## src/lc3b_types_pkg.sv

```systemverilog
`default_nettype none

package lc3b_types_pkg;

	typedef logic [15:0] lc3b_word;
	typedef logic [1:0]  lc3b_mem_wmask;   // bit 1 is the high byte

	// only the opcodes the memory side cares about
	typedef enum logic [3:0] {
		op_add  = 4'b0001,
		op_ldb  = 4'b0010,
		op_stb  = 4'b0011,
		op_ldr  = 4'b0110,
		op_str  = 4'b0111,
		op_ldi  = 4'b1010,
		op_sti  = 4'b1011,
		op_trap = 4'b1111
	} lc3b_opcode;

	typedef struct packed {
		lc3b_opcode  opcode;
		logic        mem_read;
		logic        mem_write;
		logic        is_indirect;   // LDI / STI
		logic        is_byte;
		logic [1:0]  cc_sel;        // 0 alu, 1 mem data, 2 pc
	} ctrl_t;

	typedef struct packed {
		logic        valid;
		ctrl_t       ctrl;
		lc3b_word    alu_out;   // address or result
		lc3b_word    srcb_out;  // store data
		lc3b_word    pc_out;
		lc3b_word    intr;
		logic [2:0]  destreg;
	} ex_mem_t;

	typedef struct packed {
		logic        valid;
		ctrl_t       ctrl;
		logic [2:0]  destreg;
		lc3b_word    pc_out;
		lc3b_word    mem_data;
		lc3b_word    regfile_data;
	} mem_wb_t;

	typedef struct packed {
		logic        valid;
		lc3b_word    pc;
		lc3b_word    instr;
	} if_id_t;

endpackage

`default_nettype wire

```

## src/mem_bus_pkg.sv

```systemverilog
`default_nettype none

package mem_bus_pkg;

	import lc3b_types_pkg::*;

	// one request on the shared memory port with a byte address
	typedef struct packed {
		lc3b_word       addr;
		lc3b_word       wdata;
		logic           we;
		lc3b_mem_wmask  wmask;
	} bus_req_t;

	typedef struct packed {
		lc3b_word       rdata;   // valid while ack is high
	} bus_rsp_t;

endpackage

`default_nettype wire

```

## src/fetch_unit.sv

```systemverilog
`default_nettype none
`timescale 1ns/1ps

module fetch_unit
	import lc3b_types_pkg::*;
	import mem_bus_pkg::*;
#(
	parameter lc3b_word RESET_PC = 16'h0040
) (
	input  logic     clk,
	input  logic     reset,
	input  logic     fetch_en,
	input  logic     if_ready,
	input  logic     bus_ack,
	input  bus_rsp_t bus_rsp,
	output logic     bus_req,
	output bus_req_t bus_out,
	output if_id_t   if_out
);

	lc3b_word pc_q;      // stays on the buffered instruction until taken
	lc3b_word instr_q;
	logic     full;

	always_ff @(posedge clk) begin
		if (reset) begin
			pc_q    <= RESET_PC;
			full    <= 1'b0;
			bus_req <= 1'b0;
		end else begin
			if (full && if_ready) begin
				full <= 1'b0;
				pc_q <= pc_q + 16'd2;
			end
			if (fetch_en && !full && !bus_req && !bus_ack)
				bus_req <= 1'b1;
			if (bus_req && bus_ack) begin
				bus_req <= 1'b0;
				full    <= 1'b1;
			end
		end
	end

	always_ff @(posedge clk) begin
		if (bus_req && bus_ack)
			instr_q <= bus_rsp.rdata;
	end

	always_comb begin
		bus_out.addr  = pc_q;
		bus_out.wdata = '0;
		bus_out.we    = 1'b0;   // read only
		bus_out.wmask = 2'b11;
		if_out.valid  = full;
		if_out.pc     = pc_q;
		if_out.instr  = instr_q;
	end

endmodule

`default_nettype wire

```

## src/indirect_seq.sv

```systemverilog
`default_nettype none
`timescale 1ns/1ps

module indirect_seq (
	input  logic clk,
	input  logic reset,
	input  logic start,
	input  logic is_store,
	input  logic bus_ack,     // completed access with req and ack both high
	output logic ptr_phase,
	output logic load_ptr,
	output logic done
);

	typedef enum logic [1:0] {
		st_idle,
		st_ptr,     // reading the pointer word
		st_load,    // real read at the pointer
		st_store    // real write at the pointer
	} state_t;

	state_t state;

	always_ff @(posedge clk) begin
		if (reset) begin
			state <= st_idle;
		end else begin
			case (state)
				st_idle:
					if (start)
						state <= st_ptr;
				st_ptr:
					if (bus_ack)
						state <= is_store ? st_store : st_load;
				st_load,
				st_store:
					if (bus_ack)
						state <= st_idle;
				default:
					state <= st_idle;
			endcase
		end
	end

	assign ptr_phase = (state == st_ptr);
	assign load_ptr  = ptr_phase & bus_ack;   // pointer word is on rdata now
	assign done      = ((state == st_load) | (state == st_store)) & bus_ack;

endmodule

`default_nettype wire

```

## src/mem_arbiter.sv

```systemverilog
`default_nettype none
`timescale 1ns/1ps

module mem_arbiter
	import mem_bus_pkg::*;
(
	input  logic           clk,
	input  logic           reset,
	input  logic     [1:0] m_req,
	input  bus_req_t [1:0] m_out,
	input  logic           ram_ack,
	input  bus_rsp_t       ram_rsp,
	output logic     [1:0] m_ack,
	output bus_rsp_t       m_rsp,
	output logic           ram_req,
	output bus_req_t       ram_out
);

	logic busy;     // grant held
	logic acked;    // owner's ack has been seen
	logic owner;
	logic last;     // requester served last
	logic pick;

	// round robin where the one not served last wins a tie
	always_comb begin
		if (m_req == 2'b11)
			pick = ~last;
		else
			pick = m_req[1];
	end

	always_ff @(posedge clk) begin
		if (reset) begin
			busy  <= 1'b0;
			acked <= 1'b0;
			owner <= 1'b0;
			last  <= 1'b1;   // first tie goes to the memory stage
		end else if (!busy) begin
			if (|m_req && !ram_ack) begin
				busy  <= 1'b1;
				owner <= pick;
				last  <= pick;
			end
		end else begin
			if (ram_ack)
				acked <= 1'b1;
			if (acked && !ram_ack) begin   // link idle again after all four phases
				busy  <= 1'b0;
				acked <= 1'b0;
			end
		end
	end

	assign ram_req = busy & m_req[owner];
	assign ram_out = m_out[owner];
	assign m_rsp   = ram_rsp;

	always_comb begin
		m_ack        = '0;
		m_ack[owner] = busy & ram_ack;
	end

endmodule

`default_nettype wire

```

## src/mem_stage.sv

```systemverilog
`default_nettype none
`timescale 1ns/1ps

module mem_stage
	import lc3b_types_pkg::*;
	import mem_bus_pkg::*;
(
	input  logic     clk,
	input  logic     reset,
	input  ex_mem_t  ex_in,
	input  logic     bus_ack,
	input  bus_rsp_t bus_rsp,
	output logic     ex_ready,
	output logic     bus_req,
	output bus_req_t bus_out,
	output mem_wb_t  mem_wb_out
);

	ex_mem_t  ex_q;        // op held while the bus works on it
	lc3b_word ptr_q;
	mem_wb_t  wb_q;
	logic     wb_valid;
	logic     busy;
	logic     accept;
	logic     in_mem_op;
	logic     acc_done;
	logic     final_ack;
	logic     ptr_phase;
	logic     load_ptr;
	logic     seq_done;
	lc3b_word trap_vec;
	lc3b_word addr;
	lc3b_word wdata;
	lc3b_word load_data;
	lc3b_word mem_data;

	// writeback word with the cc mux applied
	function automatic mem_wb_t build_wb(input ex_mem_t e, input lc3b_word md);
		mem_wb_t w;
		w.valid    = 1'b1;
		w.ctrl     = e.ctrl;
		w.destreg  = e.destreg;
		w.pc_out   = e.pc_out;
		w.mem_data = md;
		case (e.ctrl.cc_sel)
			2'd0:    w.regfile_data = e.alu_out;
			2'd1:    w.regfile_data = md;
			2'd2:    w.regfile_data = e.pc_out;
			default: w.regfile_data = '0;
		endcase
		return w;
	endfunction

	assign accept    = ex_in.valid & ex_ready;
	assign in_mem_op = ex_in.ctrl.mem_read | ex_in.ctrl.mem_write;
	assign ex_ready  = ~busy;
	assign acc_done  = bus_req & bus_ack;   // one edge per access

	indirect_seq u_seq (
		.clk       (clk),
		.reset     (reset),
		.start     (accept & in_mem_op & ex_in.ctrl.is_indirect),
		.is_store  (ex_in.ctrl.mem_write),
		.bus_ack   (acc_done),
		.ptr_phase (ptr_phase),
		.load_ptr  (load_ptr),
		.done      (seq_done)
	);

	assign trap_vec = {7'b0, ex_q.intr[7:0], 1'b0};   // trapvect8 * 2

	always_comb begin
		if (ex_q.ctrl.opcode == op_trap)
			addr = trap_vec;
		else if (ex_q.ctrl.is_indirect && !ptr_phase)
			addr = ptr_q;   // second access of LDI / STI
		else
			addr = ex_q.alu_out;
	end

	assign wdata = ex_q.ctrl.is_byte ? {2{ex_q.srcb_out[7:0]}} : ex_q.srcb_out;

	always_comb begin
		bus_out.addr  = addr;
		bus_out.wdata = wdata;
		bus_out.we    = ex_q.ctrl.mem_write & ~ptr_phase;   // pointer fetch always reads
		if (!ex_q.ctrl.is_byte)
			bus_out.wmask = 2'b11;
		else
			bus_out.wmask = addr[0] ? 2'b10 : 2'b01;
	end

	// byte loads pick the lane by address bit 0
	assign load_data = ex_q.ctrl.is_byte ?
		{8'h00, (addr[0] ? bus_rsp.rdata[15:8] : bus_rsp.rdata[7:0])} : bus_rsp.rdata;
	assign mem_data  = ex_q.ctrl.mem_write ? wdata : load_data;
	assign final_ack = ex_q.ctrl.is_indirect ? seq_done : acc_done;

	always_ff @(posedge clk) begin
		if (reset) begin
			busy     <= 1'b0;
			bus_req  <= 1'b0;
			wb_valid <= 1'b0;
		end else begin
			wb_valid <= 1'b0;
			if (accept) begin
				busy     <= in_mem_op;
				wb_valid <= ~in_mem_op;   // non-memory ops go straight through
			end
			if (busy && !bus_req && !bus_ack)
				bus_req <= 1'b1;
			if (acc_done)
				bus_req <= 1'b0;
			if (busy && final_ack) begin
				busy     <= 1'b0;
				wb_valid <= 1'b1;
			end
		end
	end

	always_ff @(posedge clk) begin
		if (accept)
			ex_q <= ex_in;
		if (load_ptr)
			ptr_q <= bus_rsp.rdata;
		if (accept && !in_mem_op)
			wb_q <= build_wb(ex_in, '0);
		else if (busy && final_ack)
			wb_q <= build_wb(ex_q, mem_data);
	end

	always_comb begin
		mem_wb_out       = wb_q;
		mem_wb_out.valid = wb_valid;
	end

endmodule

`default_nettype wire

```

## src/mem_subsys_top.sv

```systemverilog
`default_nettype none
`timescale 1ns/1ps

module mem_subsys_top
	import lc3b_types_pkg::*;
	import mem_bus_pkg::*;
#(
	parameter int       ADDR_BITS   = 8,
	parameter int       RAM_LATENCY = 2,
	parameter lc3b_word RESET_PC    = 16'h0040
) (
	input  logic    clk,
	input  logic    reset,
	input  ex_mem_t ex_in,
	input  logic    fetch_en,
	input  logic    if_ready,
	output logic    ex_ready,
	output mem_wb_t mem_wb_out,
	output if_id_t  if_out
);

	logic     [1:0] m_req;   // 0 memory stage, 1 fetch
	logic     [1:0] m_ack;
	bus_req_t [1:0] m_out;
	bus_rsp_t       m_rsp;
	logic           ram_req;
	logic           ram_ack;
	bus_req_t       ram_out;
	bus_rsp_t       ram_rsp;

	mem_stage u_mem_stage (
		.clk        (clk),
		.reset      (reset),
		.ex_in      (ex_in),
		.bus_ack    (m_ack[0]),
		.bus_rsp    (m_rsp),
		.ex_ready   (ex_ready),
		.bus_req    (m_req[0]),
		.bus_out    (m_out[0]),
		.mem_wb_out (mem_wb_out)
	);

	fetch_unit #(.RESET_PC(RESET_PC)) u_fetch (
		.clk      (clk),
		.reset    (reset),
		.fetch_en (fetch_en),
		.if_ready (if_ready),
		.bus_ack  (m_ack[1]),
		.bus_rsp  (m_rsp),
		.bus_req  (m_req[1]),
		.bus_out  (m_out[1]),
		.if_out   (if_out)
	);

	mem_arbiter u_arb (
		.clk     (clk),
		.reset   (reset),
		.m_req   (m_req),
		.m_out   (m_out),
		.ram_ack (ram_ack),
		.ram_rsp (ram_rsp),
		.m_ack   (m_ack),
		.m_rsp   (m_rsp),
		.ram_req (ram_req),
		.ram_out (ram_out)
	);

	unified_ram #(.ADDR_BITS(ADDR_BITS), .RAM_LATENCY(RAM_LATENCY)) u_ram (
		.clk    (clk),
		.reset  (reset),
		.req    (ram_req),
		.req_in (ram_out),
		.ack    (ram_ack),
		.rsp    (ram_rsp)
	);

endmodule

`default_nettype wire

```

## src/unified_ram.sv

```systemverilog
`default_nettype none
`timescale 1ns/1ps

module unified_ram
	import lc3b_types_pkg::*;
	import mem_bus_pkg::*;
#(
	parameter int ADDR_BITS   = 8,
	parameter int RAM_LATENCY = 2
) (
	input  logic     clk,
	input  logic     reset,
	input  logic     req,
	input  bus_req_t req_in,
	output logic     ack,
	output bus_rsp_t rsp
);

	localparam int CNT_BITS = $clog2(RAM_LATENCY + 1);

	lc3b_word               mem [2**ADDR_BITS];
	logic [CNT_BITS-1:0]    cnt;
	logic [ADDR_BITS-1:0]   word_addr;
	logic                   fire;

	assign word_addr = req_in.addr[ADDR_BITS:1];   // byte to word address
	assign fire      = req & ~ack & (cnt == CNT_BITS'(RAM_LATENCY - 1));

	always_ff @(posedge clk) begin
		if (reset) begin
			ack <= 1'b0;
			cnt <= '0;
		end else if (fire) begin
			ack <= 1'b1;
			cnt <= '0;
		end else if (req && !ack) begin
			cnt <= cnt + 1'b1;
		end else if (ack && !req) begin
			ack <= 1'b0;
		end
	end

	// access happens on the cycle ack rises
	always_ff @(posedge clk) begin
		if (fire) begin
			rsp.rdata <= mem[word_addr];
			if (req_in.we && req_in.wmask[0])
				mem[word_addr][7:0] <= req_in.wdata[7:0];
			if (req_in.we && req_in.wmask[1])
				mem[word_addr][15:8] <= req_in.wdata[15:8];
		end
	end

endmodule

`default_nettype wire

```

## config.mk

```make
export PLATFORM = sky130hd
export DESIGN_NAME = mem_subsys_top
export DESIGN_NICKNAME = d
export VERILOG_FILES = /design/src/lc3b_types_pkg.sv /design/src/mem_bus_pkg.sv /design/src/fetch_unit.sv /design/src/indirect_seq.sv /design/src/mem_arbiter.sv /design/src/mem_stage.sv /design/src/mem_subsys_top.sv /design/src/unified_ram.sv
export SDC_FILE = /design/constraint.sdc
export NUM_CORES = 2
export LEC_CHECK = 0
export BUFFER_PORTS_ARGS = -buffer_cell sky130_fd_sc_hd__buf_4
export CAP_MARGIN = 20
export CORE_ASPECT_RATIO = 1.5
export CORE_MARGIN = 2
export CORE_UTILIZATION = 34
export CTS_CLUSTER_SIZE = 40
export DETAILED_ROUTE_END_ITERATION = 10
export PLACE_DENSITY_LB_ADDON = 0.3
export SYNTH_ARGS = -nofsm -noshare
export SYNTH_HDL_FRONTEND = slang
export SYNTH_HIERARCHICAL = 1
export SYNTH_SLANG_ARGS = --single-unit
```

## constraint.sdc

```tcl
create_clock -name clk -period 6.9 [get_ports clk]
set_clock_uncertainty 0.2 [all_clocks]
set_input_delay 0 -clock clk [delete_from_list [all_inputs] [get_ports clk]]
set_output_delay 0 -clock clk [all_outputs]
set_load 0.1 [all_outputs]
```

Yosys cells after proc, flatten, opt, wreduce, memory -nomap -nowiden
Memory sizes are Yosys's and may differ from the RTL's. A register that Yosys moved wholly into a read port is not among the register bits.
Index checks and enable logic that the tools add are counted.
W data, S select, Z words.
{ "word_totals": {"regBits": 185, "ramBits": 4096, "in_bits": 82, "out_inout_bits": 96, "word_cells": 160, "mem_count": 1} }
{ "classes": {"n_addsub": 2, "magnitude_cmp": 2, "n_eq_ne": 13, "muxes": 43, "bitwise_logic": 20, "n_reduce_logical": 43} }
{ "memory_table": {"columns": ["memory", "words", "width", "rd", "rd_ports_with_merged_regs", "write_ports", "line", "source"], "rows": [
  ["u_ram.mem", 256, 16, 1, 1, 1, "unified_ram.sv:21", "lc3b_word mem [2**ADDR_BITS];"]
]} }
{ "ops": {"columns": ["operator", "count"], "rows": [
  ["$mux W61", 2],
  ["$mux W28", 2],
  ["$mux W16", 3],
  ["$pmux W16 S3", 1],
  ["$pmux W16 S2", 1],
  ["$mux W1", 24],
  ["$mux W9", 2],
  ["$logic_and A1 B1 Y1", 17],
  ["$add A16 B2 Y16 const B", 1],
  ["$reduce_or A2 Y1", 6],
  ["$and A1 B1 Y1", 11],
  ["$eq A2 B2 Y1 const B", 5],
  ["$mux W2", 5],
  ["$logic_not A1 Y1", 9],
  ["$mux W8", 1],
  ["$reduce_bool A2 Y1", 4],
  ["$eq A2 B1 Y1 const B", 3],
  ["$logic_not A2 Y1", 3],
  ["$ne A2 B1 Y1 const B", 3],
  ["$not A1 Y1", 6],
  ["$pmux W2 S3", 1],
  ["$reduce_and A2 Y1", 3],
  ["$eq A4 B4 Y1 const B", 1],
  ["$reduce_and A3 Y1", 1],
  ["other kinds (7)", 8]
]} }

Longest topological paths before layout
{ "depth": {"ltp_word": 13, "depth_mapped": 15, "depth_no_buf": 10} }

By module
The synthesis kept the hierarchy.
{ "by_module_without_submodules": {"columns": ["mod", "instances", "cells_per_inst", "area_per_inst_um2", "seq_area_each_um2"], "rows": [
  ["unified_ram", 1, 7053, 156826.7, 123538.5],
  ["mem_stage", 1, 466, 6393.6, 4284.1],
  ["fetch_unit", 1, 147, 1561.5, 820.8],
  ["mem_arbiter", 1, 77, 721.9, 80.1],
  ["indirect_seq", 1, 12, 107.6, 40.0]
]} }

Least setup slack after synthesis
Ideal clock, no wire load.
{ "synth_timing": {"kind": "register -> register", "startpoint": "reg u_mem_stage.busy", "endpoint": "reg u_mem_stage.wb_q, in the netlist u_mem_stage/mem_wb_out[0] (enable)", "setup_time_ps": 403, "t_arrival_ps": 5711, "required_ps": 6297, "path_slack_ps": 586, "stages_incl_launch_ff": 6, "n_path_buf": 2, "period_less_slack_ps": 6314, "path_cell_list": "dfxtp_1 > buf_4 > nor2b_1 > nand2_1 > clkbuf_1 > nand2_1"} }
{ "synth_between": {"elab_chain_cells": 4, "elab_cells_between_ends": 5, "classes_between": "bitwise (2); reduce/logical (3)"} }
{ "synth_rtl": {"columns": ["element", "line", "source"], "rows": [
  ["start, declared", "mem_stage.sv:23", "logic busy;"],
  ["start signal, assigned", "mem_stage.sv:107", "busy <= in_mem_op;"],
  ["$not A1 Y1", "mem_stage.sv:56", "assign ex_ready = ~busy;"],
  ["$and A1 B1 Y1", "mem_stage.sv:54", "assign accept = ex_in.valid & ex_ready;"],
  ["via u_mem_stage.accept", "mem_stage.sv:24", "logic accept;"],
  ["$logic_and A1 B1 Y1", "mem_stage.sv:126", "if (accept && !in_mem_op)"],
  ["$reduce_bool A2 Y1 (no line)", null, null],
  ["end signal, assigned", "mem_stage.sv:127", "wb_q <= build_wb(ex_in, '0);"],
  ["end signal, assigned", "mem_stage.sv:129", "wb_q <= build_wb(ex_q, mem_data);"],
  ["end, declared", "mem_stage.sv:21", "mem_wb_t wb_q;"]
]} }
The timed path passes the listed nets, and every way through them passes these cells.
A chain may end at the register's enable or synchronous reset.

==> metrics.md <==
| Metric | Value |
|---|---|
| Power, Total | `56.3 mW` |
| Hold Crit Endpoint | `u_mem_stage/mem_wb_out[12]` |
| Chip width | `573 um` |
| Tmin final | `5.92 ns` |
| Post-route insts no fill | `14982` |
| Cells after Synth | `7717` |
| Met2 wire length | `223 mm` |
| Crit-path max FO | `79` |
| Setup TNS | `0 ns` |
| Share of layout cells above drive strength 1 | `roughly a quarter` |
| Tot GR Track Use | `16.8%` |
| Remaining DRCs | `0` |
| Vias per Instance | `between 5 and 6` |
| Die height | `858 um` |
| Setup Fix Bufs, Post-CTS | `0` |
| Hold Startpoint | `ex_in[68]` |
| PortBufs | `168` |
| Max-Cap Viols | `0` |
| # clock sinks | `around 4300` |
| Pre-Repair DR Iteration Count | `5` |
| # IOs | `178` |
| R2R Setup Slk | `0.98 ns` |
| CTS tree | `built` |
| Detail Placement HPWL | `between 200 and 300 mm` |
| Fillers | `43071` |
| WL met3 | `23.5 mm` |
| Fmax | `between 0.15 and 0.2 GHz` |
| Clock edge transition at the registers on the reported setup and hold paths | `around 0.070 ns` |
| Reg area | `0.129 sq mm` |
| Multi-input combinational cell area | `between 0.03 and 0.04 sq mm` |
| YS warnings | `6` |
| P_leak | `around 57 nW` |
| Synthesis-to-finish area growth | `14.6%` |
| Die area | `0.492 sq mm` |
| CP Data Required Time | `7.29 ns` |
| Crit start category | `flop` |
| Worst Tran Pin Value | `1.37 ns` |
| Most frequent cell on the critical path | `nand4_1` |
| CP peak stage delay | `0.85 ns` |
| R2r endpoint | `u_ram/rsp[10]` |
| R2R depth | `9` |
| Worst-skew pair later-pin latency | `between 0.9 and 1 ns` |
| First-pass GRT wire length | `609 mm` |
| Clock Path Buffers | `4` |
| Critical path type | `flop to flop` |
| Vias in the first global route | `84040` |
| Total Wirelength | `between 400 and 500 mm` |
| Via Count | `80380` |
| Hold Path Depth | `4` |
| Buf+Inv Stages, Crit Path | `1` |
| Critical path's top delay family | `compound AO/OA/AOI/OAI gates` |
| Worst min path class | `primary input to flop` |
| # nets final | `8310` |
| Largest net degree at the start of global routing | `217` |
| Reg2reg start | `u_mem_stage/ex_q[75]` |
| Run status | `finished clean` |
| Row count | `313` |
| Pwr dens | `between 200 and 300 mW/mm^2` |
| Root buf cell | `clkbuf_16` |
| Drt wl/cell | `28.2 um` |
| Slew HR | `under 10%` |
| Antenna Nets Post-Route | `0` |
| RSZ-0062 raised after global routing | `no` |
| Final Cycle Share | `85.8%` |
| TritonCTS buffer count | `369` |
| Setup violators final | `0` |
| Total gr overflow | `0` |
| Worst-path cell chain | `nand4_1 -> a31oi_1 -> mux2_8 -> buf_12 -> mux4_2 -> a22oi_1 -> a21oi_1 -> o41ai_1 -> nand4_1` |
| Routability congestion estimate | `0.812` |
| Initial antenna violation count | `12` |
| H-tree lvl count | `5` |
| 1st-iter DRT viols | `8365` |
| Mean Syn Cell Area | `21.4 sq um` |
| Uppermost layer routed | `met4` |
| Slew Limit Fails | `0` |
| WL met1 | `between 150 and 200 mm` |
| Worst vdd ir | `roughly 0.21 mV` |
| Placeable Area | `between 0.4 and 0.5 sq mm` |
| Placed insts | `between 10000 and 15000` |
| Initial Util | `between 30 and 40%` |
| WP data arrival | `6.31 ns` |
| Slowest cell on crit path | `o41ai_1` |
| Crit. End Element | `flop` |
| Final hold viol count | `0` |
| Mapped cell area | `0.165 sq mm` |
## flip-flops by register name, summed over array words and instances, names as in the netlist, 2 cells and up
signal	cells
u_fetch/pc_q	15
u_ram/cnt	2
u_mem_stage/mem_wb_out	61
u_fetch/instr_q	16
u_mem_stage/ex_q	69
u_mem_stage/u_seq/state	2
u_ram/mem	4096
u_ram/rsp	16
u_mem_stage/ptr_q	9
## tightest hold or removal path, cell delays in order
cell,delay [ns]
dlygate4sd3_1,0.54
buf_4,0.24
mux2i_1,0.15
o211ai_1,0.16
## worst max path at each step
stage	slack, ns	cells past startpoint	from	to
global placement	1.03	11	u_mem_stage/ex_q[75]	u_ram/rsp[10]
floorplan	0.59	5	u_mem_stage/busy	u_mem_stage/mem_wb_out[0]
finish	0.98	9	u_mem_stage/ex_q[75]	u_ram/rsp[10]
CTS	0.87	11	u_mem_stage/ex_q[75]	u_ram/rsp[10]
detailed placement	0.89	11	u_mem_stage/ex_q[75]	u_ram/rsp[10]
global route	0.75	11	u_mem_stage/ex_q[75]	u_ram/rsp[10]
## power by group
part           internal [mW]  switching, mW  total (mW)
Clock                   11.6           9.36        21.0
Combinational           2.14           3.85        5.99
Sequential              29.3         0.0394        29.3
## repair_timing
item	CTS	global route
gates resized for setup	0	0
endpoints found under the hold margin	226	0
hold buffers	150	0
## stage by stage
step,hold slack (ns),utilization [%],setup slack (ns),instance area (sq um)
5_1_grt,0.0814,39.1,0.755,189000
3_3_place_gp,-0.0193,36.3,1.03,176000
6_report,0.0948,39.1,0.978,189000
3_5_place_dp,-0.0200,36.3,0.894,176000
2_1_floorplan,-0.131,-,0.586,165000
4_1_cts,0.00352,39.1,0.866,189000
## routing by layer
metal | vias to the layer above | global-route usage (%)
li1 | 33381 | -
met3 | 590 | 2.26
met4 | 0 | 5.61
met2 | 2709 | 30.4
met5 | - | 0
met1 | 43700 | 20.5
## cell type report
type,count,share of cell area (%)
flip-flops and latches,4296,67.9
multi-input cells,2872,18.2
clock buffers,429,5.09
well taps,6457,4.27
repair buffers,678,3.26
clock inverters,237,1.23
inverters,9,0.0178
diodes,4,0.00529
## cells in the final DEF (no fill, tap or decap), drive strengths merged, types with 56 or more instances in the layout
cell type    count
buf            529
a22oi          512
o41ai           80
clkinv         160
clkbuf         429
nor2           559
a21oi          276
nand3           56
edfxtp        4251
nand2           60
mux4          1024
dlygate4sd3    149
Power figures use the tool's default switching activity.
